## src/rtl/soc_bus_pkg.sv

```systemverilog
package soc_bus_pkg;

  ////////////////////////////////////////////////////////////////////////////
  // bus widths and memory map
  ////////////////////////////////////////////////////////////////////////////

  localparam int DATA_W = 32;
  localparam int ADDR_W = 32;
  localparam int BE_W   = DATA_W / 8;
  localparam int OFS_W  = 12;  // byte offset inside a 4 KiB window

  localparam logic [ADDR_W-1:0] RAM_BASE    = 32'h0020_0000;
  localparam logic [ADDR_W-1:0] GPIO_BASE   = 32'h8000_0000;
  localparam logic [ADDR_W-1:0] TIMER_BASE  = 32'h8000_2000;
  localparam logic [ADDR_W-1:0] REGION_SIZE = 32'h0000_1000;

  // register offsets
  localparam logic [OFS_W-1:0] GPIO_OUT_OFS    = 12'h000;
  localparam logic [OFS_W-1:0] GPIO_IN_OFS     = 12'h004;
  localparam logic [OFS_W-1:0] TIMER_CTRL_OFS  = 12'h000;
  localparam logic [OFS_W-1:0] TIMER_COUNT_OFS = 12'h004;
  localparam logic [OFS_W-1:0] TIMER_CMP_OFS   = 12'h008;

  typedef enum logic [1:0] {
    DEV_RAM,
    DEV_GPIO,
    DEV_TIMER,
    DEV_NONE   // unmapped, answered with an error
  } dev_sel_e;

  ////////////////////////////////////////////////////////////////////////////
  // request and response words
  ////////////////////////////////////////////////////////////////////////////

  typedef struct packed {
    logic              valid;
    logic              we;
    logic [BE_W-1:0]   be;
    logic [ADDR_W-1:0] addr;
    logic [DATA_W-1:0] wdata;
  } bus_req_t;

  typedef struct packed {
    logic              valid;
    logic              we;
    logic [BE_W-1:0]   be;
    dev_sel_e          sel;
    logic [OFS_W-1:0]  offset;
    logic [DATA_W-1:0] wdata;
  } dev_req_t;

  typedef struct packed {
    logic              valid;
    logic [DATA_W-1:0] rdata;
  } dev_rsp_t;

  typedef struct packed {
    logic              valid;
    logic              err;
    logic [DATA_W-1:0] rdata;
  } bus_rsp_t;

  // byte-enable merge of a write into a register value
  function automatic logic [DATA_W-1:0] be_merge(input logic [DATA_W-1:0] old_val,
                                                 input logic [DATA_W-1:0] new_val,
                                                 input logic [BE_W-1:0]   be);
    logic [DATA_W-1:0] res;
    res = old_val;
    for (int b = 0; b < BE_W; b++) begin
      if (be[b]) res[8*b +: 8] = new_val[8*b +: 8];
    end
    return res;
  endfunction

endpackage

```

## src/rtl/gpio_regs.sv

```systemverilog
`timescale 1ns/1ps

module gpio_regs
  import soc_bus_pkg::*;
#(
  parameter int GPI_W = 8,
  parameter int GPO_W = 8
) (
  input  logic             clk_sys_in,
  input  logic             rst_sys_in,
  input  dev_req_t         dec_req_i,
  input  logic [GPI_W-1:0] gp_i,
  output logic [GPO_W-1:0] gp_o,
  output dev_rsp_t         rsp_o
);

  logic [GPO_W-1:0]  gpo_q;
  logic [GPI_W-1:0]  gpi_meta;
  logic [GPI_W-1:0]  gpi_sync;
  logic [DATA_W-1:0] rdata_q;
  logic              valid_q;
  logic              hit;

  assign hit = dec_req_i.valid && (dec_req_i.sel == DEV_GPIO);

  always_ff @(posedge clk_sys_in or negedge rst_sys_in) begin
    if (!rst_sys_in) begin
      gpo_q    <= '0;
      gpi_meta <= '0;
      gpi_sync <= '0;
      valid_q  <= 1'b0;
    end else begin
      gpi_meta <= gp_i;      // two-flop sync
      gpi_sync <= gpi_meta;
      valid_q  <= hit;
      if (hit && dec_req_i.we && dec_req_i.offset == GPIO_OUT_OFS) begin
        gpo_q <= GPO_W'(be_merge(DATA_W'(gpo_q), dec_req_i.wdata, dec_req_i.be));
      end
    end
  end

  // read mux, registered
  always_ff @(posedge clk_sys_in) begin
    if (hit) begin
      if (dec_req_i.we) rdata_q <= '0;
      else if (dec_req_i.offset == GPIO_OUT_OFS) rdata_q <= DATA_W'(gpo_q);
      else if (dec_req_i.offset == GPIO_IN_OFS) rdata_q <= DATA_W'(gpi_sync);
      else rdata_q <= '0;
    end
  end

  assign gp_o        = gpo_q;
  assign rsp_o.valid = valid_q;
  assign rsp_o.rdata = rdata_q;

endmodule

```

## config.mk

```make
export PLATFORM = sky130hd
export DESIGN_NAME = gpio_regs
export DESIGN_NICKNAME = d
export VERILOG_FILES = /design/src/rtl/soc_bus_pkg.sv /design/src/rtl/gpio_regs.sv
export SDC_FILE = /design/constraint.sdc
export NUM_CORES = 1
export LEC_CHECK = 0
export BUFFER_PORTS_ARGS = -buffer_cell sky130_fd_sc_hd__buf_2
export CAP_MARGIN = 15
export CORE_MARGIN = 1
export CORE_UTILIZATION = 35
export DETAILED_ROUTE_END_ITERATION = 7
export MAX_ROUTING_LAYER = met4
export PLACE_DENSITY = 0.85
export SLEW_MARGIN = 10
export SYNTH_ARGS = -nofsm -noshare
export SYNTH_HDL_FRONTEND = slang
export SYNTH_SLANG_ARGS = --single-unit
```

## constraint.sdc

```tcl
create_clock -name clk_sys_in -period 0.8 [get_ports clk_sys_in]
set_input_delay 0.04 -clock clk_sys_in [delete_from_list [all_inputs] [get_ports clk_sys_in]]
set_output_delay 0.04 -clock clk_sys_in [all_outputs]
set_load 0.01 [all_outputs]
```

==> flow_summary.yaml <==
synth:
  avgSynthCellArea_um2: 14.1
  unique_cell_type_count_in_the_yosys_netlist: 17
  yosys_warnings: 0
  synth-seq-cells: 33
  syn_area_mm2: 0.00134
  yosysSeqAreaShare_pct: 64.4
  synth_cells: 95
die:
  pin_count: 103
  die_height_um: 64.0
  coreArea_mm2: 0.00366
  design.die.area_mm2: 0.00409
  start_util_pct: 36.7
  rows: 22
  die_x_um: 64.0
global_routing:
  pin_count_of_the_biggest_net_entering_global_routing: 26
  antenna_violations_before_repair: 0
  first_global_vias: 785
  grt_pass1_wl_mm: 3.51
  groute.usage.overall_pct: 12.3
  overflow: 0
run_status:
  violations_in_the_final_reports: "setup timing"
  run_status: "finished, violations left"
placed_design:
  dp_cells: 193
  post-dp-hpwl_mm: 1.57
  finalWeightedCongestion: 0.674
  numPortBuffers: 51
sta:
  maxSlewHeadroom_pct: 64.8
  setup_skew_ns: 0.00219
  drv_slew: 0
  fin_crit_ns: 1.21
  final_hold_viol_count: 0
  finalSetupViolCount: 33
  worst_slew_pin_slew_ns: 0.528
  post-route-period-util_pct: 151
  fmax_ghz: 0.827
  final.setup.worst_slack_ns: -0.409
  rsz0062_at_grt: "yes"
  fin_worst_hold_slack_ns: 0.209
flow_run:
  cap_violations: 0
finish:
  layout-area-overhead-vs-synth_pct: 40.5
  filler_cell_count: 322
  finish.net_count: 231
  n_antenna_cell: 0
  number_of_non_filler_instances_in_the_completed_layout: 218
  final_layout_size_suffix_gt1_share_pct: 43.5
  final_util_pct: 51.6
power:
  p_leak_uw: 0.000939
  internal_power_uw: 2830
  seq_power_share_pct: 50.8
  comb_power_share_pct: 8.8
  power.switching_fraction_pct: 19.9
  clockPowerShare_pct: 40.4
  power.ir.vdd_worst_mv: 1.22
  power-per-cell-area_mw_per_mm2: 1870
  power.switching_uw: 703
route:
  first_pass_iters: 6
  detail_route.wl_per_cell_um: 10.1
  drcViolationCount: 0
  avgViaCountPerCell: 3.89
  postRouteAntennaNets: 0
  route.vias.total: 849
  detailedRoute.firstIterationViolations: 11
  detail_route.wirelength_mm: 2.21
worst_hold_path:
  worstHoldStart: "dec_req_i[45]"
  timing.hold.worst_endpoint: "valid_q"
  min_path_cells: 4
  hp-class: "input pin to flop"
clock_network:
  clock_sinks: 33
  cts.repair_timing.setup_buffer_count: 0
  clock_latency_ns: 0.27
  clock_tree.buffer_depth: 2
  cts_tree: "done"
  cts-root-buf: "sky130_fd_sc_hd__clkbuf_8"
  post_cts_clock_slew_at_the_launch_and_capture_registers_of_the_worst_setup_and_hold_paths_ns: 0.06
  tritoncts.num_buffers: 5
  h-tree-depth: 2
critical_path:
  reg2reg_from: "gp_o[3]"
  worst_reg2reg_setup_slack_ns: -0.13
  critPathKind: "input pin to flop"
  worstPathMaxFanout: 8
  worst_setup_path_end_kind: "flop"
  reg2reg_depth: 2
  worst_r2r_endpoint: "rdata_q[3]"
  cp_data_arrival_time_ns: 1.37
  critPathLaunchType: "input pin"
  worst_ep_required_time_ns: 0.96
-- worst max-delay path by stage --
stage                  startpoint  endpoint  slack (ns)  cells after the start
finish              dec_req_i[37]   gp_o[2]       -0.41                      5
global route        dec_req_i[37]   gp_o[0]       -0.43                      5
CTS                 dec_req_i[37]   gp_o[0]       -0.40                      5
detailed placement  dec_req_i[37]   gp_o[3]       -0.72                      5
global placement    dec_req_i[37]   gp_o[2]       -0.67                      5
floorplan           dec_req_i[37]   gp_o[0]       -0.62                      3
-- layout make-up --
class	count	area (um2)	share of cell area [%]
flip-flops and latches	33	866	45.9
repair buffers	71	470	24.9
multi-input cells	57	377	19.9
clock buffers	8	111	5.90
well taps	48	60.1	3.18
inverters	1	3.75	0.199
-- worst max-delay path, stage by stage --
cell	delay, ns
sky130_fd_sc_hd__buf_6	0.09
sky130_fd_sc_hd__or4_4	0.54
sky130_fd_sc_hd__nor4_4	0.18
sky130_fd_sc_hd__buf_6	0.18
sky130_fd_sc_hd__mux2_2	0.33
-- routing by layer --
metal / global-route usage [%] / part of all wire [%] / vias up
met2: 19.8 / 51 / 44
met3: 6.07 / 7.9 / 2
met4: 4.26 / 0.45 / 0
met5: - / 0 / -
li1: - / - / 412
met1: 13.1 / 40 / 391
-- state kept, by name, summed over array words and instances (netlist names) --
| register | count |
|---|---|
| rdata_q | 8 |
| valid_q | 1 |
| gpi_meta | 8 |
| gpi_sync | 8 |
| gp_o | 8 |
-- logic make-up after synthesis --
logic type    count (synthesis)  synth area share, %
flops                        33                 64.4
buf+inv                      28                 15.0
simple gates                 17                 7.64
mux                          16                 12.7
other cells                   1                0.279
-- power groups by stage --
stage                     logic (uW)  registers (uW)  clock network, uW
after floorplan                  186            1830                  0
final                            309            1790               1430
after global routing             345            1800               1550
after CTS                        300            1790               1460
after detailed placement         240            1830                  0
after global placement           236            1820                  0
-- timing repair --
item / CTS / global route
setup endpoints to repair: 33 / 33
hold endpoints to repair: 39 / 2
pin swaps: 0 / 1
hold buffers: 15 / 2
gates resized for setup: 4 / 1
-- synthesized netlist by cell type, drive strengths merged --
cell type | instances | area share (%)
or3 | 1 | 0.56
nor3 | 1 | 0.37
or4 | 1 | 0.84
or2 | 1 | 0.47
nand2 | 2 | 0.56
edfxtp | 8 | 18
dfrtp | 25 | 47
mux2 | 8 | 6.7
nor2 | 8 | 2.2
mux2i | 8 | 6.0
buf | 27 | 15
inv | 1 | 0.28
nor4 | 2 | 2.0
nand3b | 1 | 0.56
conb | 1 | 0.28
-- metrics by stage --
step           setup WS (ns)  instance area, um2  TNS [ns]  power (uW)
2_1_floorplan         -0.618                1440    -10.20        2020
3_3_place_gp          -0.675                1580    -12.04        2060
3_5_place_dp          -0.723                1580    -12.53        2070
4_1_cts               -0.396                1860     -6.70        3550
5_1_grt               -0.426                1890     -7.66        3700
6_report              -0.409                1890     -6.65        3530
-- cell usage in the layout (no fill, tap or decap) --
master and count:
sky130_fd_sc_hd__nand2_1 2, sky130_fd_sc_hd__clkbuf_16 1, sky130_fd_sc_hd__or2_2 1, sky130_fd_sc_hd__or3_2 1, sky130_fd_sc_hd__conb_1 24, sky130_fd_sc_hd__clkbuf_1 1, sky130_fd_sc_hd__buf_4 1, sky130_fd_sc_hd__edfxtp_1 8
sky130_fd_sc_hd__inv_1 1, sky130_fd_sc_hd__nor4_2 1, sky130_fd_sc_hd__nor4_4 1, sky130_fd_sc_hd__mux2_2 6, sky130_fd_sc_hd__dfrtp_1 25, sky130_fd_sc_hd__mux2i_1 8, sky130_fd_sc_hd__nand3b_1 1, sky130_fd_sc_hd__mux2_4 2
sky130_fd_sc_hd__dlygate4sd3_1 17, sky130_fd_sc_hd__clkbuf_8 6, sky130_fd_sc_hd__buf_2 50, sky130_fd_sc_hd__nor2_1 8, sky130_fd_sc_hd__or4_4 1, sky130_fd_sc_hd__buf_6 2, sky130_fd_sc_hd__buf_12 1, sky130_fd_sc_hd__nor3_1 1
Note: power is estimated with default switching activity, not from simulation.
