**src/rtl/soc_bus_pkg.sv**
```systemverilog
package soc_bus_pkg;

  ////////////////////////////////////////////////////////////////////////////
  // bus widths and memory map
  ////////////////////////////////////////////////////////////////////////////

  localparam int DATA_W = 32;
  localparam int ADDR_W = 32;
  localparam int BE_W   = DATA_W / 8;
  localparam int OFS_W  = 12;  // byte offset inside a 4 KiB window

  localparam logic [ADDR_W-1:0] RAM_BASE    = 32'h0020_0000;
  localparam logic [ADDR_W-1:0] GPIO_BASE   = 32'h8000_0000;
  localparam logic [ADDR_W-1:0] TIMER_BASE  = 32'h8000_2000;
  localparam logic [ADDR_W-1:0] REGION_SIZE = 32'h0000_1000;

  // register offsets
  localparam logic [OFS_W-1:0] GPIO_OUT_OFS    = 12'h000;
  localparam logic [OFS_W-1:0] GPIO_IN_OFS     = 12'h004;
  localparam logic [OFS_W-1:0] TIMER_CTRL_OFS  = 12'h000;
  localparam logic [OFS_W-1:0] TIMER_COUNT_OFS = 12'h004;
  localparam logic [OFS_W-1:0] TIMER_CMP_OFS   = 12'h008;

  typedef enum logic [1:0] {
    DEV_RAM,
    DEV_GPIO,
    DEV_TIMER,
    DEV_NONE   // unmapped, answered with an error
  } dev_sel_e;

  ////////////////////////////////////////////////////////////////////////////
  // request and response words
  ////////////////////////////////////////////////////////////////////////////

  typedef struct packed {
    logic              valid;
    logic              we;
    logic [BE_W-1:0]   be;
    logic [ADDR_W-1:0] addr;
    logic [DATA_W-1:0] wdata;
  } bus_req_t;

  typedef struct packed {
    logic              valid;
    logic              we;
    logic [BE_W-1:0]   be;
    dev_sel_e          sel;
    logic [OFS_W-1:0]  offset;
    logic [DATA_W-1:0] wdata;
  } dev_req_t;

  typedef struct packed {
    logic              valid;
    logic [DATA_W-1:0] rdata;
  } dev_rsp_t;

  typedef struct packed {
    logic              valid;
    logic              err;
    logic [DATA_W-1:0] rdata;
  } bus_rsp_t;

  // byte-enable merge of a write into a register value
  function automatic logic [DATA_W-1:0] be_merge(input logic [DATA_W-1:0] old_val,
                                                 input logic [DATA_W-1:0] new_val,
                                                 input logic [BE_W-1:0]   be);
    logic [DATA_W-1:0] res;
    res = old_val;
    for (int b = 0; b < BE_W; b++) begin
      if (be[b]) res[8*b +: 8] = new_val[8*b +: 8];
    end
    return res;
  endfunction

endpackage

```
**src/rtl/addr_decode_stage.sv**
```systemverilog
`timescale 1ns/1ps

module addr_decode_stage
  import soc_bus_pkg::*;
(
  input  logic     clk_sys_in,
  input  logic     rst_sys_in,
  input  bus_req_t host_req_i,
  output dev_req_t dec_req_o
);

  dev_req_t req_d;
  dev_req_t req_q;
  logic     valid_q;

  // true when addr falls inside the 4 KiB window at base
  function automatic logic in_window(input logic [ADDR_W-1:0] addr,
                                     input logic [ADDR_W-1:0] base);
    return (addr - base) < REGION_SIZE;  // unsigned, wraps below base
  endfunction

  always_comb begin
    req_d        = '0;
    req_d.valid  = host_req_i.valid;
    req_d.we     = host_req_i.we;
    req_d.be     = host_req_i.be;
    req_d.offset = host_req_i.addr[OFS_W-1:0];
    req_d.wdata  = host_req_i.wdata;
    if (in_window(host_req_i.addr, RAM_BASE)) req_d.sel = DEV_RAM;
    else if (in_window(host_req_i.addr, GPIO_BASE)) req_d.sel = DEV_GPIO;
    else if (in_window(host_req_i.addr, TIMER_BASE)) req_d.sel = DEV_TIMER;
    else req_d.sel = DEV_NONE;
  end

  always_ff @(posedge clk_sys_in or negedge rst_sys_in) begin
    if (!rst_sys_in) begin
      valid_q <= 1'b0;
    end else begin
      valid_q <= host_req_i.valid;
    end
  end

  always_ff @(posedge clk_sys_in) begin
    req_q <= req_d;  // payload, qualified by valid_q
  end

  always_comb begin
    dec_req_o       = req_q;
    dec_req_o.valid = valid_q;
  end

endmodule

```
**config.mk**
```make
export PLATFORM = sky130hd
export DESIGN_NAME = addr_decode_stage
export DESIGN_NICKNAME = d
export VERILOG_FILES = /design/src/rtl/soc_bus_pkg.sv /design/src/rtl/addr_decode_stage.sv
export SDC_FILE = /design/constraint.sdc
export NUM_CORES = 1
export LEC_CHECK = 0
export ABC_AREA = 1
export BUFFER_PORTS_ARGS = -buffer_cell sky130_fd_sc_hd__buf_2
export CAP_MARGIN = 10
export CORE_MARGIN = 1
export CORE_UTILIZATION = 44
export DETAILED_ROUTE_END_ITERATION = 7
export GPL_ROUTABILITY_DRIVEN = 0
export PLACE_DENSITY = 0.92
export SLEW_MARGIN = 30
export SYNTH_ARGS = -nofsm -noshare
export SYNTH_HDL_FRONTEND = slang
export SYNTH_SLANG_ARGS = --single-unit
```
**constraint.sdc**
```tcl
create_clock -name clk_sys_in -period 1.2 [get_ports clk_sys_in]
set_input_delay 0.18 -clock clk_sys_in [delete_from_list [all_inputs] [get_ports clk_sys_in]]
set_output_delay 0.18 -clock clk_sys_in [all_outputs]
set_load 0.05 [all_outputs]
```
==> results of run 1 <==
==> cell families after synthesis <==
logic type / after synthesis / share of synthesized area (%)
adder cells (fa/ha/maj): 2 / 1.33
AND/OR/NAND/NOR: 131 / 34.1
XOR/XNOR: 4 / 1.86
AO/OA/AOI/OAI: 7 / 2.12
buffers and inverters: 25 / 5.17
flip-flops: 52 / 55.4
==> critical path: cells and delay by family <==
family	cells	cell delay [ns]
simple gates	8	0.85
buf+inv	3	0.33
compound gates	1	0.08
==> layer usage <==
metal  global-route usage [%]  up-vias  routed length (µm)
met1                     35.5     1090                2880
met3                     6.93       44                 717
met5                        0        -                   0
met2                     67.7      162                4490
li1                         -     1104                   -
met4                     19.4        0                 381
==> state kept, by name (all words and copies together) (netlist names) <==
signal	flops
dec_req_o	51
valid_q	1
==> cell type report <==
type	instances	area, µm²	area share (%)
diodes	2	5.00	0.145
multi-input cells	144	800	23.2
clock buffers	5	68.8	1.99
inverters	24	97.6	2.83
flip-flops and latches	52	1050	30.3
well taps	50	62.6	1.81
clock inverters	3	27.5	0.798
repair buffers	203	1340	38.9
==> through the flow <==
stage / total power, W / instance area, µm² / worst slack [ns] / setup TNS [ns]
final: 0.00386 / 3450 / -0.0439 / -0.0439
after global routing: 0.00400 / 3450 / -0.126 / -0.173
after CTS: 0.00378 / 3390 / 0.0405 / 0
after detailed placement: 0.00266 / 2780 / -0.283 / -0.518
after global placement: 0.00263 / 2780 / -0.202 / -0.379
after floorplan: 0.00234 / 1920 / -0.0207 / -0.0207
==> cell usage in the layout (no fill, tap or decap), drive strengths merged, types with 2 or more instances in the layout <==
cell / count
nand3b: 3
buf: 152
nand3: 15
inv: 23
clkinvlp: 3
nand2: 62
o21ai: 4
nor3: 2
clkbuf: 5
diode: 2
dfxtp: 51
dlygate4sd3: 51
ha: 2
nand4: 5
nor2: 44
xor2: 3
==> repair_timing <==
item                                    4_1_cts  5_1_grt
hold buffers                                 51        0
buffers inserted                              0        4
gates resized for setup                       0        8
endpoints found under the hold margin        51        0
endpoints found under the setup margin        0        2
==> power groups by stage <==
stage / Combinational [W] / Sequential, W / Clock (W)
after floorplan: 0.000149 / 0.00219 / 0
after global placement: 0.000763 / 0.00187 / 0
after detailed placement: 0.000784 / 0.00187 / 0
after CTS: 0.000921 / 0.00183 / 0.00102
after global routing: 0.00101 / 0.00185 / 0.00114
final: 0.000964 / 0.00185 / 0.00105
==> final timing paths <==
kind | endpoint | slack [ns] | cells after the start
max | dec_req_o[44]$_SDFF_PN0_ | -0.04 | 12
min | valid_q$_DFF_PN0_ | 0.20 | 2
max in group asynchronous | valid_q$_DFF_PN0_ | 0.91 | 2
min in group clk_sys_in | dec_req_o[45]$_SDFF_PP0_ | 0.38 | 7
==> metrics.csv, run 1 <==
metric;value;unit
status;finished with violations;
violations;negative setup slack;
pwr-share-seq;47.9;%
fp.dieW;67.5;µm
die_area;0.00456;mm²
antenna_found_initial;1;
yosysTopAreaCell;dfxtp_1;
grt_start_max_net_pins;19;
start_kind;primary input;
synthTopCellsByArea;dfxtp_1 (54%), nand2_1 (11%), nor2_1 (5.8%);
nFillCells;199;
cp-end-kind;flop;
p_switching;0.00126;W
p_comb_share;25.0;%
nets;504;
worstPathCellList;buf_2, clkinvlp_4, buf_4, nand3_4, nor2_4, nand2_4, nor2_4, nand2_1, nand2_1, nand2_1, nor2_1, a21oi_1;
finish.utilization;85.0;%
ir_drop;0.681;mV
drt-vias-per-instance;4.97;
postSynth.asyncResetShare;1.92;%
grt_pass1_vias;2287;
p_leak;1.73;nW
drive_above_1_share;44.3;%
finalWorstSetupSlack;-0.0439;ns
slew_headroom;80.1;%
rsz0062_at_grt;true;
grt.total_usage;35.6;%
dp.cells;418;
fin_crit;1.24;ns
maxCapViolations;0;
switching_share;32.6;%
tightestPinTransition;0.298;ns
io_pins;124;
grt_pass1_wl;11300;µm
clk_pin_slew;0.10;ns
path_common_cell;nand2_1;
overflow;0;
yosysWarningCount;0;
p_clk_share;27.2;%
hold_violations;0;
cts.path.max_buffers;2;
hold_path_class;primary input to asynchronous set/reset pin;
synth_edf_count;0;
internal_power;0.00260;W
drc_errors;0;
portBuffers;123;
yosysSeqAreaShare;55.4;%
place_hpwl;4820;µm
required;1.40;ns
synth.avg_cell_area;8.54;µm²
powerDensity;1120;mW/mm²
ys.flop_type;dfxtp_1;
wire_per_inst;17.5;µm
postSynthCellCount;221;
startpoint;host_req_i[45];
netlist_area;0.00189;mm²
synth_common_cells;nand2_1 (55), dfxtp_1 (51), nor2_1 (29), inv_1 (23), nand3_1 (14);
cts.sinks;52;
drt-total-wl;8470;µm
num_vias;2400;
core;0.00406;mm²
critPathSlowestCell;nor2_4;
worstSetupPathType;primary input to flop;
htree_levels;2;
ys_types;23;
yosysMostFrequentCell;nand2_1;
ant_nets;0;
cts_tree;done;
hold-worst-slack;0.199;ns
setup_viol;1;
numCtsBuffers;5;
fin_crit_sh;104;%
final-instance-count-excl-fill;483;
timing.fmax;0.804;GHz
num_rows;23;
synth-seq-cells;52;
crit_fanout;5;
drt-pass1-iter-count;5;
first_iter_violations;144;
cts_root_buffer;clkbuf_8;
critPathMaxStageDelay;0.22;ns
synth_top_area_share;54.1;%
syn_to_final_growth;82.8;%
slew_viol_final;0;
synth_fp_nets;295;
initial_core_util;46.5;%
die_y;67.5;µm
arrival;1.44;ns
Note: power is estimated with default switching activity, not from simulation.
==> run 2: changes to the inputs <==
--- a/config.mk
+++ b/config.mk
@@ -8,11 +8,14 @@
 export ABC_AREA = 1
 export BUFFER_PORTS_ARGS = -buffer_cell sky130_fd_sc_hd__buf_2
 export CAP_MARGIN = 10
+export CELL_PAD_IN_SITES_DETAIL_PLACEMENT = 0
+export CELL_PAD_IN_SITES_GLOBAL_PLACEMENT = 1
 export CORE_MARGIN = 1
-export CORE_UTILIZATION = 44
+export CORE_UTILIZATION = 30
 export DETAILED_ROUTE_END_ITERATION = 7
 export GPL_ROUTABILITY_DRIVEN = 0
 export PLACE_DENSITY = 0.92
+export SKIP_LAST_GASP = 1
 export SLEW_MARGIN = 30
 export SYNTH_ARGS = -nofsm -noshare
 export SYNTH_HDL_FRONTEND = slang
==> run 2 against run 1 <==
Compared with the run above:
- the run now ends clean
- final cell count up 4.8%
- combinational power fell by 3.8%
- clock power about the same
- flip-flop and latch count did not move
- routed wire length decreased by 19%
- sequential power is essentially flat
- hold slack got worse by 0.0073 ns
- total power is 1.9% lower
- non-clock buffer count is 3 lower
- clock-buffer cell count stayed put
- first-iteration DRC count down 69%
- via count down 8.6%
- critical endpoint is now dec_req_o[12]
==> metrics.csv, run 2 (same netlist as run 1, synthesis figures left out) <==
metric;value;unit
hold-worst-slack;0.191;ns
io_pins;124;
power.total;0.00379;W
maxCapViolations;0;
portBuffers;123;
start_kind;flop;
largest_register_ffs;51;
required;1.02;ns
initial_core_util;31.5;%
drc_errors;0;
clk_pin_slew;0.10;ns
cts_root_buffer;clkbuf_8;
die_y;81.3;µm
drt-total-wl;6880;µm
grt_pass1_wl;9800;µm
mostFrequentLayoutCells;buf_2 (123), nand2_1 (55), dfxtp_1 (51), dlygate4sd3_1 (51);
grt_pass1_vias;2060;
num_vias;2193;
crit_cells;1;
met1_usage;19.5;%
drive_above_1_share;44.2;%
cp_top_family;flip-flops;
cts.path.max_buffers;2;
overflow;0;
critPathSlowestCell;dfxtp_1;
slew_viol_final;0;
tightestPinTransition;0.306;ns
ir_drop;0.851;mV
nets;501;
arrival;0.99;ns
finish.utilization;57.4;%
cts.sinks;52;
met3_usage;5.28;%
dp.cells;443;
crit_fanout;1;
cp-end-kind;output pin;
use_met2;37.9;%
timing.fmax;0.853;GHz
p_leak;1.70;nW
grt.total_usage;20.4;%
fin_setup_tns;0;ns
die_area;0.00661;mm²
cts_tree;done;
fp.dieW;81.3;µm
fin_crit;1.17;ns
status;finished, final reports clean;
drt-pass1-iter-count;4;
first_iter_violations;45;
final-instance-count-excl-fill;506;
worstPathCellList;buf_2;
critPathMaxStageDelay;0.40;ns
hold_violations;0;
place_hpwl;4930;µm
grt.busiest_layer;met2;
syn_to_final_growth;82.2;%
worstSetupPathType;flop to output pin;
ant_nets;0;
setup_viol;0;
drt-vias-per-instance;4.33;
powerDensity;1100;mW/mm²
hold_path_class;primary input to asynchronous set/reset pin;
crit_buf_inv;1;
slew_headroom;79.7;%
fin_crit_sh;97.7;%
rsz0062_at_grt;true;
numCtsBuffers;5;
htree_levels;2;
num_rows;28;
grt_start_max_net_pins;19;
layout_commonest_cell;buf_2;
core;0.00599;mm²
wire_per_inst;13.6;µm
antenna_found_initial;1;
==> run 2: worst paths after layout <==
kind                                  startpoint  slack (ns)                        to
max in group asynchronous             rst_sys_in        0.93         valid_q$_DFF_PN0_
hold / removal                        rst_sys_in        0.19         valid_q$_DFF_PN0_
setup / recovery           dec_req_o[12]$_DFF_P_        0.03             dec_req_o[12]
min in group clk_sys_in           host_req_i[62]        0.35  dec_req_o[44]$_SDFF_PN0_
==> run 2: cell type report <==
cell class,count,area (µm²)
Multi-Input combinational cell,144,777
Sequential cell,52,1050
Antenna cell,3,7.51
Tap cell,75,93.8
Clock buffer,5,68.8
Timing Repair Buffer,200,1320
Fill cell,519,2550
Inverter,24,97.6
Clock inverter,3,27.5
==> run 2: where the power goes <==
| part | leakage [nW] | switching [W] | internal, W |
|---|---|---|---|
| combinational | 1.22 | 0.000571 | 0.000356 |
| clock | 0.0463 | 0.000594 | 0.000429 |
| sequential | 0.441 | 0.0000254 | 0.00181 |
==> run 2: through the flow <==
step | setup WS [ns] | area, µm²
after floorplan | -0.0207 | 1920
after global placement | -0.270 | 2810
after detailed placement | -0.276 | 2810
after CTS | 0.0506 | 3420
after global routing | -0.0357 | 3430
final | 0.0275 | 3440
==> run 2: what timing repair did <==
item	in CTS	in global routing
setup buffers	0	1
endpoints found under the hold margin	51	0
endpoints found under the setup margin	0	2
hold buffers	51	0
gates resized for setup	0	4
==> run 2: metal layers <==
metal  vias up  routed length [µm]
li1       1101                   -
met3        16                 532
met1       978                2420
met2        98                3700
met5         -                   0
met4         0                 219
