<file path="src/rtl/soc_bus_pkg.sv">
package soc_bus_pkg;

  ////////////////////////////////////////////////////////////////////////////
  // bus widths and memory map
  ////////////////////////////////////////////////////////////////////////////

  localparam int DATA_W = 32;
  localparam int ADDR_W = 32;
  localparam int BE_W   = DATA_W / 8;
  localparam int OFS_W  = 12;  // byte offset inside a 4 KiB window

  localparam logic [ADDR_W-1:0] RAM_BASE    = 32'h0020_0000;
  localparam logic [ADDR_W-1:0] GPIO_BASE   = 32'h8000_0000;
  localparam logic [ADDR_W-1:0] TIMER_BASE  = 32'h8000_2000;
  localparam logic [ADDR_W-1:0] REGION_SIZE = 32'h0000_1000;

  // register offsets
  localparam logic [OFS_W-1:0] GPIO_OUT_OFS    = 12'h000;
  localparam logic [OFS_W-1:0] GPIO_IN_OFS     = 12'h004;
  localparam logic [OFS_W-1:0] TIMER_CTRL_OFS  = 12'h000;
  localparam logic [OFS_W-1:0] TIMER_COUNT_OFS = 12'h004;
  localparam logic [OFS_W-1:0] TIMER_CMP_OFS   = 12'h008;

  typedef enum logic [1:0] {
    DEV_RAM,
    DEV_GPIO,
    DEV_TIMER,
    DEV_NONE   // unmapped, answered with an error
  } dev_sel_e;

  ////////////////////////////////////////////////////////////////////////////
  // request and response words
  ////////////////////////////////////////////////////////////////////////////

  typedef struct packed {
    logic              valid;
    logic              we;
    logic [BE_W-1:0]   be;
    logic [ADDR_W-1:0] addr;
    logic [DATA_W-1:0] wdata;
  } bus_req_t;

  typedef struct packed {
    logic              valid;
    logic              we;
    logic [BE_W-1:0]   be;
    dev_sel_e          sel;
    logic [OFS_W-1:0]  offset;
    logic [DATA_W-1:0] wdata;
  } dev_req_t;

  typedef struct packed {
    logic              valid;
    logic [DATA_W-1:0] rdata;
  } dev_rsp_t;

  typedef struct packed {
    logic              valid;
    logic              err;
    logic [DATA_W-1:0] rdata;
  } bus_rsp_t;

  // byte-enable merge of a write into a register value
  function automatic logic [DATA_W-1:0] be_merge(input logic [DATA_W-1:0] old_val,
                                                 input logic [DATA_W-1:0] new_val,
                                                 input logic [BE_W-1:0]   be);
    logic [DATA_W-1:0] res;
    res = old_val;
    for (int b = 0; b < BE_W; b++) begin
      if (be[b]) res[8*b +: 8] = new_val[8*b +: 8];
    end
    return res;
  endfunction

endpackage

</file>
<file path="src/rtl/resp_merge_stage.sv">
`timescale 1ns/1ps

module resp_merge_stage
  import soc_bus_pkg::*;
(
  input  logic     clk_sys_in,
  input  logic     rst_sys_in,
  input  dev_req_t dec_req_i,
  input  dev_rsp_t ram_rsp_i,
  input  dev_rsp_t gpio_rsp_i,
  input  dev_rsp_t timer_rsp_i,
  output bus_rsp_t host_rsp_o
);

  logic              err_q;     // unmapped request, aligned with device responses
  logic              valid_d;
  logic [DATA_W-1:0] rdata_d;
  logic              rsp_valid_q;
  logic              rsp_err_q;
  logic [DATA_W-1:0] rsp_rdata_q;

  // at most one source is valid per cycle
  assign valid_d = ram_rsp_i.valid | gpio_rsp_i.valid | timer_rsp_i.valid | err_q;
  assign rdata_d = ({DATA_W{ram_rsp_i.valid}}   & ram_rsp_i.rdata)
                 | ({DATA_W{gpio_rsp_i.valid}}  & gpio_rsp_i.rdata)
                 | ({DATA_W{timer_rsp_i.valid}} & timer_rsp_i.rdata);

  always_ff @(posedge clk_sys_in or negedge rst_sys_in) begin
    if (!rst_sys_in) begin
      err_q       <= 1'b0;
      rsp_valid_q <= 1'b0;
      rsp_err_q   <= 1'b0;
    end else begin
      err_q       <= dec_req_i.valid && (dec_req_i.sel == DEV_NONE);
      rsp_valid_q <= valid_d;
      rsp_err_q   <= err_q;
    end
  end

  always_ff @(posedge clk_sys_in) begin
    rsp_rdata_q <= rdata_d;  // zero on error or idle
  end

  assign host_rsp_o.valid = rsp_valid_q;
  assign host_rsp_o.err   = rsp_err_q;
  assign host_rsp_o.rdata = rsp_rdata_q;

endmodule

</file>
<file path="config.mk">
export PLATFORM = sky130hd
export DESIGN_NAME = resp_merge_stage
export DESIGN_NICKNAME = d
export VERILOG_FILES = /design/src/rtl/soc_bus_pkg.sv /design/src/rtl/resp_merge_stage.sv
export SDC_FILE = /design/constraint.sdc
export NUM_CORES = 1
export LEC_CHECK = 0
export ABC_AREA = 0
export BUFFER_PORTS_ARGS = -buffer_cell sky130_fd_sc_hd__buf_2
export CORE_AREA = 2 2 73 75
export DETAILED_ROUTE_END_ITERATION = 10
export DIE_AREA = 0 0 75 77
export PLACE_DENSITY = 0.71
export SYNTH_ARGS = -nofsm -noshare
export SYNTH_HDL_FRONTEND = slang
export SYNTH_SLANG_ARGS = --single-unit
</file>
<file path="constraint.sdc">
create_clock -name clk_sys_in -period 2 [get_ports clk_sys_in]
set_clock_uncertainty 0.15 [all_clocks]
set_input_delay 0.4 -clock clk_sys_in [delete_from_list [all_inputs] [get_ports clk_sys_in]]
set_output_delay 0.4 -clock clk_sys_in [all_outputs]
set_load 0.01 [all_outputs]
</file>
==> results of run 1 <==
cells by family (layout without fill, tap and decap cells):
kind of cell / Yosys count / in the layout / share of synthesized area, %
simple gates: 2 / 2 / 1.07
buf+inv: 45 / 178 / 18.6
flops: 35 / 35 / 55.5
compound gates: 32 / 32 / 24.8
cell usage after synthesis, drive strengths merged:
master  number  area share (%)
a222oi      32              25
buf         13             9.3
inv         32             9.3
dfxtp       32              50
dfrtp        3             5.8
and3         1            0.49
or4          1            0.58
state kept, by name (all words and copies together), names as in the netlist:
signal	cells
err_q	1
rsp_err_q	1
rsp_valid_q	1
rsp_rdata_q	32
per-layer routing:
metal,GRT usage [%],part of all wire (%)
met5,0,0
met4,4.29,1.1
met3,5.91,12
met2,23.2,48
met1,14.7,39
metrics by stage:
step,area (sq um),power [uW],instances,setup slack (ps)
6_report,2050,1600,317,687
5_1_grt,2050,1720,317,641
4_1_cts,2050,1640,317,671
3_5_place_dp,1940,1070,308,440
3_3_place_gp,1940,1070,308,454
2_1_floorplan,1290,923,114,725
layout by cell type, fill, tap and decap left out:
cell / count
dfxtp_1: 32
inv_1: 32
and3_1: 1
dfrtp_1: 3
or4_1: 1
a222oi_1: 32
dlygate4sd3_1: 1
clkbuf_1: 1
clkbuf_8: 7
buf_2: 137
what timing repair did:
action	4_1_cts	5_1_grt
endpoints found under the setup margin	0	0
hold buffers	1	0
endpoints found under the hold margin	3	0
path summary, 6_finish.rpt:
| check | slack, ps | cells past startpoint | from | end |
|---|---|---|---|---|
| max in group asynchronous | 1300 | 2 | rst_sys_in | err_q |
| worst max register to register | 970 | 1 | err_q | rsp_valid_q |
| worst min-delay path | 170 | 3 | timer_rsp_i[20] | rsp_rdata_q[20] |
| worst max-delay path | 690 | 1 | rsp_valid_q | host_rsp_o[33] |
| worst min register to register | 220 | 0 | err_q | rsp_err_q |
| min in group asynchronous | 290 | 2 | rst_sys_in | rsp_err_q |
report_power, final:
part / leakage (uW) / internal (uW) / switching (uW)
registers: 0.000306 / 758 / 11.6
clock network: 0.0000515 / 314 / 232
logic: 0.000764 / 152 / 137
total: 0.00112 / 1220 / 380
final cells by class:
| class | count | area (sq um) |
|---|---|---|
| tap | 70 | 87.6 |
| inverter | 32 | 120 |
| timing repair buffer | 138 | 696 |
| sequential | 35 | 716 |
| multi-input combinational | 34 | 334 |
| fill | 504 | 2920 |
| clock buffer | 8 | 100 |
==> metrics.cfg, run 1 <==
[status]
status=completed

[synth]
synth_cell_type_count=9
synth.cell_area_sq_mm=0.00129
synth_seq_cells=35
syn_inst=114
yosysWarnings=0
yosysSeqAreaShare_pct=55.5
avgSynthCellArea_sq_um=11.3
syn-num-nets=267

[grt]
grt_max_degree=34
grtUsageTotal_pct=13.6
grt_pass1_vias=1415
grt_first_pass_wirelength_mm=6.08
antenna_found_initial=0
gr-total-overflow=0

[timing]
tns_ps=0
post-route-period-util_pct=65.6
hold_viol=0
period_needed_ps=1310
worst_hold_slack_ps=168
relSlewSlack_pct=57.4
tightestPinTransition_ps=639
rsz0062_at_grt=no
max_freq_mhz=762
drv_slew=0
setup_viol=0

[routing]
drt_first_iter_violations=151
dr_total_vias=1470
dr.pass1.iters=6
routed_via_density=4.64
wirelength_mm=3.82
drcViolationCount=0
final_antenna_net_count=0
wire_per_inst_um=12.1

[pwr]
vdd.ir_drop.worst_v=0.000274
power_leakage_uw=0.00112
p_per_area_mw_per_mm2=781

[die]
die-area_sq_mm=0.00578
io_pins=187
die_h_um=77
die_x_um=75
coreArea_sq_mm=0.00498
initial_core_util_pct=25.9
row_count=26

[worst_setup_path]
worst_path_max_delay_cell=dfrtp_1
start_kind=flip-flop
critPathMaxStageDelay_ps=350
cp.buffers_inverters=1
worstPathArrival_ps=760
worstPathRequired_ps=1450
endpoint_kind=output port
crit_chain=buf_2
cp_top_family=flip-flops
path_class=reg2out
critPathMaxFanout=1

[finish]
drive_above_1_share_pct=58.3
syn_to_final_growth_pct=59.2
final_util_pct=41.3
diodes=0
num-nets-final=399

[clock_network]
cts_buffers=5
htreeDepth=2
clock-root-buffer=clkbuf_8
path_clk_slew_ps=70
postCtsSetupBuffers=0
cts_buffer_depth=2
clock-sinks=35
cts_tree=yes
clkLatencyLatePin_ps=280
cts.repair.resized=0

[worst_hold_path]
min_path_type=in2reg

[place]
place.gp.congestion=0.769
place_hpwl_mm=2.82
io_buffers=137

[run]
max_cap_violations=0

(Power assumes the default switching activity.)
==> inputs of run 2 (changes only) <==
--- a/config.mk
+++ b/config.mk
@@ -10,7 +10,7 @@
 export CORE_AREA = 2 2 73 75
 export DETAILED_ROUTE_END_ITERATION = 10
 export DIE_AREA = 0 0 75 77
-export PLACE_DENSITY = 0.71
+export PLACE_DENSITY = 0.74
 export SYNTH_ARGS = -nofsm -noshare
 export SYNTH_HDL_FRONTEND = slang
 export SYNTH_SLANG_ARGS = --single-unit
==> constraint.sdc (replaced) <==
create_clock -name clk_sys_in -period 1.2 [get_ports clk_sys_in]
set_clock_uncertainty 0.15 [all_clocks]
set_input_delay 0.24 -clock clk_sys_in [delete_from_list [all_inputs] [get_ports clk_sys_in]]
set_output_delay 0.24 -clock clk_sys_in [all_outputs]
set_load 0.01 [all_outputs]
==> run 2 against run 1 <==
Net effect:
- sequential power increased by 66%
- worst hold slack got worse by 160 ps
- register-to-register slack got worse by 820 ps
- clock power up 48%
- cell count increased by 2.8%
- setup slack lost 650 ps
- critical endpoint is now host_rsp_o[32]
- largest cell class is now buffers
==> metrics.cfg, run 2 (synthesis results as in run 1) <==
[status]
status=completed

[finish]
final_common_cell=buf_2
final_cell_area_sq_mm=0.00219  ; +6.5%
layout_common_cells=134 x buf_2, 32 x a222oi_1, 32 x inv_1, 32 x dfxtp_1, 7 x dlygate4sd3_1
largest_reg_flops=32  ; unchanged
drive_above_1_share_pct=57.0  ; -1.3 points
num-nets-final=408  ; +2.3%
largest_register=rsp_rdata_q
layout.cells.non_filler=326  ; +2.8%
syn_to_final_growth_pct=69.5
diodes=0  ; unchanged

[worst_setup_path]
crit_start=rsp_err_q
crit_cells=1  ; unchanged
critPathMaxFanout=1  ; unchanged
crit_end=host_rsp_o[32]
worstPathArrival_ps=770  ; about the same
cp_top_family=flip-flops
critPathMaxStageDelay_ps=360  ; about the same
crit_chain=buf_2
rr_worst_depth=1  ; unchanged
ff2ff_setup_slack_ps=150  ; -820 ps
r2r_end=rsp_valid_q
cp.buffers_inverters=1  ; unchanged
start_kind=flip-flop
endpoint_kind=output port
path_class=reg2out
worstPathRequired_ps=810  ; -640 ps
r2r-start=err_q
worst_path_max_delay_cell=dfrtp_1

[timing]
post-route-period-util_pct=96.7
setup_viol=0  ; unchanged
hold_viol=0  ; unchanged
rsz0062_at_grt=yes
period_needed_ps=1160
max_freq_mhz=862
relSlewSlack_pct=77.3  ; +20 points
tns_ps=0  ; unchanged
drv_slew=0  ; unchanged
tightestPinTransition_ps=340  ; -299 ps

[grt]
grt_max_degree=18  ; -47%
grt_first_pass_wirelength_mm=6.07  ; about the same
gr-total-overflow=0  ; unchanged
antenna_found_initial=0  ; unchanged
grt_pass1_vias=1408  ; -0.49%
grtUsageTotal_pct=13.6  ; +0.021 points

[worst_hold_path]
min_path_type=in2reg
hold-path-cell-count=3  ; unchanged

[place]
placed_cell_area_sq_mm=0.00205  ; +5.5%
place_hpwl_mm=3.12  ; +11%
io_buffers=137  ; unchanged
place.gp.congestion=0.722  ; -6.2%
dp.cells=314  ; +1.9%

[die]
die-area_sq_mm=0.00578  ; unchanged
initial_core_util_pct=25.9  ; unchanged
io_pins=187  ; unchanged
die_x_um=75  ; unchanged
coreArea_sq_mm=0.00498  ; unchanged
die_h_um=77  ; unchanged
row_count=26  ; unchanged

[clock_network]
path_clk_slew_ps=70  ; about the same
cts_buffers=5  ; unchanged
postCtsSetupBuffers=0  ; unchanged
clock-sinks=35  ; unchanged
htreeDepth=2  ; unchanged
cts_tree=yes
cts_buffer_depth=2  ; unchanged
clkLatencyLatePin_ps=280  ; about the same
clock-root-buffer=clkbuf_8

[routing]
final_antenna_net_count=0  ; unchanged
wire_per_inst_um=12.2  ; +1.1%
routed_via_density=4.60  ; -0.84%
wirelength_mm=3.97  ; +4.0%
drt_first_iter_violations=142  ; -6.0%
drcViolationCount=0  ; unchanged
dr_total_vias=1499  ; +2.0%
dr.pass1.iters=5  ; -1

[pwr]
power_leakage_uw=0.00118  ; +5.0%
power.internal_uw=1970  ; +61%
p_seq_share_pct=48.8  ; +0.8 points
p_switching_uw=658  ; +73%
power_frac_comb_pct=20.3  ; +2.3 points
pwr-share-clk_pct=30.8  ; -3.2 points
vdd.ir_drop.worst_v=0.000532  ; +94%
sw_frac_of_total_pct=25.0  ; +1.3 points
p_per_area_mw_per_mm2=1200  ; +54%

[run]
max_cap_violations=0  ; unchanged

-- run 2: worst min path at each step --
| stage | startpoint | end | slack, ps |
|---|---|---|---|
| global placement | rst_sys_in | rsp_err_q | -110 |
| floorplan | rst_sys_in | err_q | -210 |
| detailed placement | rst_sys_in | err_q | -110 |
| CTS | timer_rsp_i[5] | rsp_rdata_q[5] | 0.3 |
| finish | timer_rsp_i[5] | rsp_rdata_q[5] | 10 |
| global route | timer_rsp_i[31] | rsp_rdata_q[31] | 2 |
-- run 2: cell type report --
class / instances / area [sq um]
clock inverters: 1 / 5.00
inverters: 32 / 120
clock buffers: 7 / 76.3
repair buffers: 147 / 848
fillers: 502 / 2790
well taps: 70 / 87.6
flip-flops and latches: 35 / 716
multi-input cells: 34 / 334
-- run 2: timing repair --
| action | in CTS | in global routing |
|---|---|---|
| gates resized for setup | 0 | 0 |
| endpoints found under the setup margin | 0 | 5 |
| hold endpoints to repair | 9 | 0 |
| hold buffers | 7 | 0 |
-- run 2: per-stage QoR --
| stage | setup WS (ps) | hold WS [ps] | total power, uW | utilization, % |
|---|---|---|---|---|
| final | 39.7 | 12.0 | 2630 | 43.9 |
| after global routing | -21.4 | 2.12 | 2790 | 43.9 |
| after CTS | 20.5 | 0.258 | 2680 | 44.2 |
| after detailed placement | -65.9 | -112 | 1830 | 41.2 |
| after global placement | -74.4 | -111 | 1820 | 41.2 |
| after floorplan | 84.7 | -206 | 1540 | - |
-- run 2: per-layer routing --
layer	global-route usage (%)	wire, um
met1	14.0	1480
met3	6.96	547
met2	23.2	1920
met4	4.82	25
met5	0	0
-- run 2: power groups by stage --
stage / clock [uW] / combinational, uW / sequential [uW]
after global routing: 906 / 588 / 1290
after floorplan: 0 / 172 / 1370
after CTS: 855 / 541 / 1280
final: 810 / 534 / 1280
after detailed placement: 0 / 522 / 1310
after global placement: 0 / 516 / 1310
==> inputs of run 3 (changes only) <==
--- a/config.mk
+++ b/config.mk
@@ -7,10 +7,12 @@
 export LEC_CHECK = 0
 export ABC_AREA = 0
 export BUFFER_PORTS_ARGS = -buffer_cell sky130_fd_sc_hd__buf_2
-export CORE_AREA = 2 2 73 75
+export CELL_PAD_IN_SITES_DETAIL_PLACEMENT = 0
+export CELL_PAD_IN_SITES_GLOBAL_PLACEMENT = 2
+export CORE_ASPECT_RATIO = 1.2
+export CORE_UTILIZATION = 12
 export DETAILED_ROUTE_END_ITERATION = 10
-export DIE_AREA = 0 0 75 77
-export PLACE_DENSITY = 0.74
+export PLACE_DENSITY_LB_ADDON = 0.1
 export SYNTH_ARGS = -nofsm -noshare
 export SYNTH_HDL_FRONTEND = slang
 export SYNTH_SLANG_ARGS = --single-unit
==> run 3 against run 2 <==
Net effect:
- sequential power about the same
- via count down 0.73%
- non-clock buffer count increased by 2
- worst hold slack is essentially flat
- wire length up 29%
- combinational power is 4.7% higher
- first-iteration DRC count rose by 6.3%
- clock power up 53%
- clock-buffer cell count did not move
- largest cell class unchanged
- largest power group unchanged
==> metrics.cfg, run 3 (synthesis results as in run 1) <==
[status]
status=completed

[finish]
num-nets-final=410  ; +0.49%
diodes=0  ; unchanged
layout.cells.non_filler=386  ; +18%
final_cell_area_sq_mm=0.00233  ; +6.8%
largest_register=rsp_rdata_q
final_util_pct=22.3  ; -22 points
drive_above_1_share_pct=57.6  ; +0.56 points
fillers=1188  ; +140%
largest_reg_flops=32  ; unchanged
layout_common_cells=136 x buf_2, 32 x a222oi_1, 32 x inv_1, 32 x dfxtp_1, 6 x buf_12
syn_to_final_growth_pct=81.0
final_common_cell=buf_2

[worst_setup_path]
cp_top_family=flip-flops
crit_chain=buf_2
cp.buffers_inverters=1  ; unchanged
path_class=reg2out
critPathMaxStageDelay_ps=350  ; about the same
critPathMaxFanout=1  ; unchanged
start_kind=flip-flop
endpoint_kind=output port
worst_path_max_delay_cell=dfrtp_1
worstPathRequired_ps=810  ; about the same
worstPathArrival_ps=760  ; about the same

[clock_network]
cts_tree=yes
cts_buffers=5  ; unchanged
clock-root-buffer=clkbuf_16
path_clk_slew_ps=50  ; -20 ps
htreeDepth=2  ; unchanged
postCtsSetupBuffers=0  ; unchanged
clock-sinks=35  ; unchanged
clkLatencyLatePin_ps=280  ; about the same
cts_buffer_depth=2  ; unchanged

[place]
dp.cells=374  ; +19%
place.gp.congestion=0.672  ; -6.9%
io_buffers=137  ; unchanged
placed_cell_area_sq_mm=0.00214  ; +4.6%
place_hpwl_mm=3.86  ; +24%

[routing]
routed_via_density=3.85  ; -16%
final_antenna_net_count=0  ; unchanged
wirelength_mm=5.11  ; +29%
dr.pass1.iters=8  ; +3
drt_first_iter_violations=151  ; +6.3%
drcViolationCount=0  ; unchanged
wire_per_inst_um=13.2  ; +8.6%
dr_total_vias=1488  ; -0.73%

[grt]
grt_max_degree=17  ; -1
grt_first_pass_wirelength_mm=7.65  ; +26%
grt_pass1_vias=1524  ; +8.2%
grtUsageTotal_pct=9.29  ; -4.3 points
antenna_found_initial=0  ; unchanged
gr-total-overflow=0  ; unchanged

[timing]
setup_viol=0  ; unchanged
drv_slew=0  ; unchanged
rsz0062_at_grt=no
max_freq_mhz=867  ; +0.58%
tightestPinTransition_ps=339  ; -1.24 ps
relSlewSlack_pct=77.4  ; +0.082 points
hold_viol=0  ; unchanged
period_needed_ps=1150  ; -6.68 ps
post-route-period-util_pct=96.1  ; -0.56 points
worst_hold_slack_ps=12.3  ; +0.256 ps

[die]
die_x_um=96.7  ; +29%
die-area_sq_mm=0.0112  ; +93%
io_pins=187  ; unchanged
coreArea_sq_mm=0.0105  ; +110%
die_h_um=116  ; +50%
row_count=41  ; +58%
initial_core_util_pct=12.3  ; -14 points

[pwr]
p_per_area_mw_per_mm2=1320  ; +10%
power.total_uw=3080  ; +17%
power_leakage_uw=0.00122  ; +3.7%
vdd.ir_drop.worst_v=0.000390  ; -27%

[worst_hold_path]
min_path_type=in2reg

[run]
max_cap_violations=0  ; unchanged

[run 3: path summary, 6_finish.rpt]
kind | startpoint | end | slack [ps] | cells past startpoint
max | rsp_err_q | host_rsp_o[32] | 50 | 1
min | timer_rsp_i[23] | rsp_rdata_q[23] | 10 | 3
max reg2reg | err_q | rsp_valid_q | 160 | 1
min reg2reg | err_q | rsp_err_q | 220 | 0
max in group asynchronous | rst_sys_in | err_q | 660 | 2
min in group asynchronous | rst_sys_in | rsp_err_q | 130 | 2
[run 3: what timing repair did]
action,in CTS,in global routing
setup endpoints to repair,0,2
hold buffers,6,0
resized for setup,0,1
endpoints found under the hold margin,8,0
[run 3: final cells by class]
type	count	area (sq um)	share of cell area, %
Multi-Input combinational cell	34	334	14.3
Inverter	32	120	5.14
Clock buffer	7	133	5.68
Timing Repair Buffer	149	871	37.3
Sequential cell	35	716	30.7
Tap cell	129	161	6.91
[run 3: where the power goes]
group	internal [uW]	switching [uW]	leakage [uW]
combinational	306	253	0.000851
clock	760	482	0.0000640
sequential	1260	19.5	0.000306
total	2330	755	0.00122
[run 3: routing by layer]
layer	GRT usage, %	share of wire [%]	vias to the layer above
met2	16.9	52	85
li1	-	-	716
met5	0	0	-
met3	3.86	9.6	9
met1	8.99	36	678
met4	4.98	2.6	0
[run 3: stage by stage]
step                setup TNS [ps]  worst slack, ps
CTS                              0             23.1
floorplan                        0             84.7
detailed placement            -733            -80.6
global placement              -812            -76.0
global route                     0             1.17
finish                           0             46.4
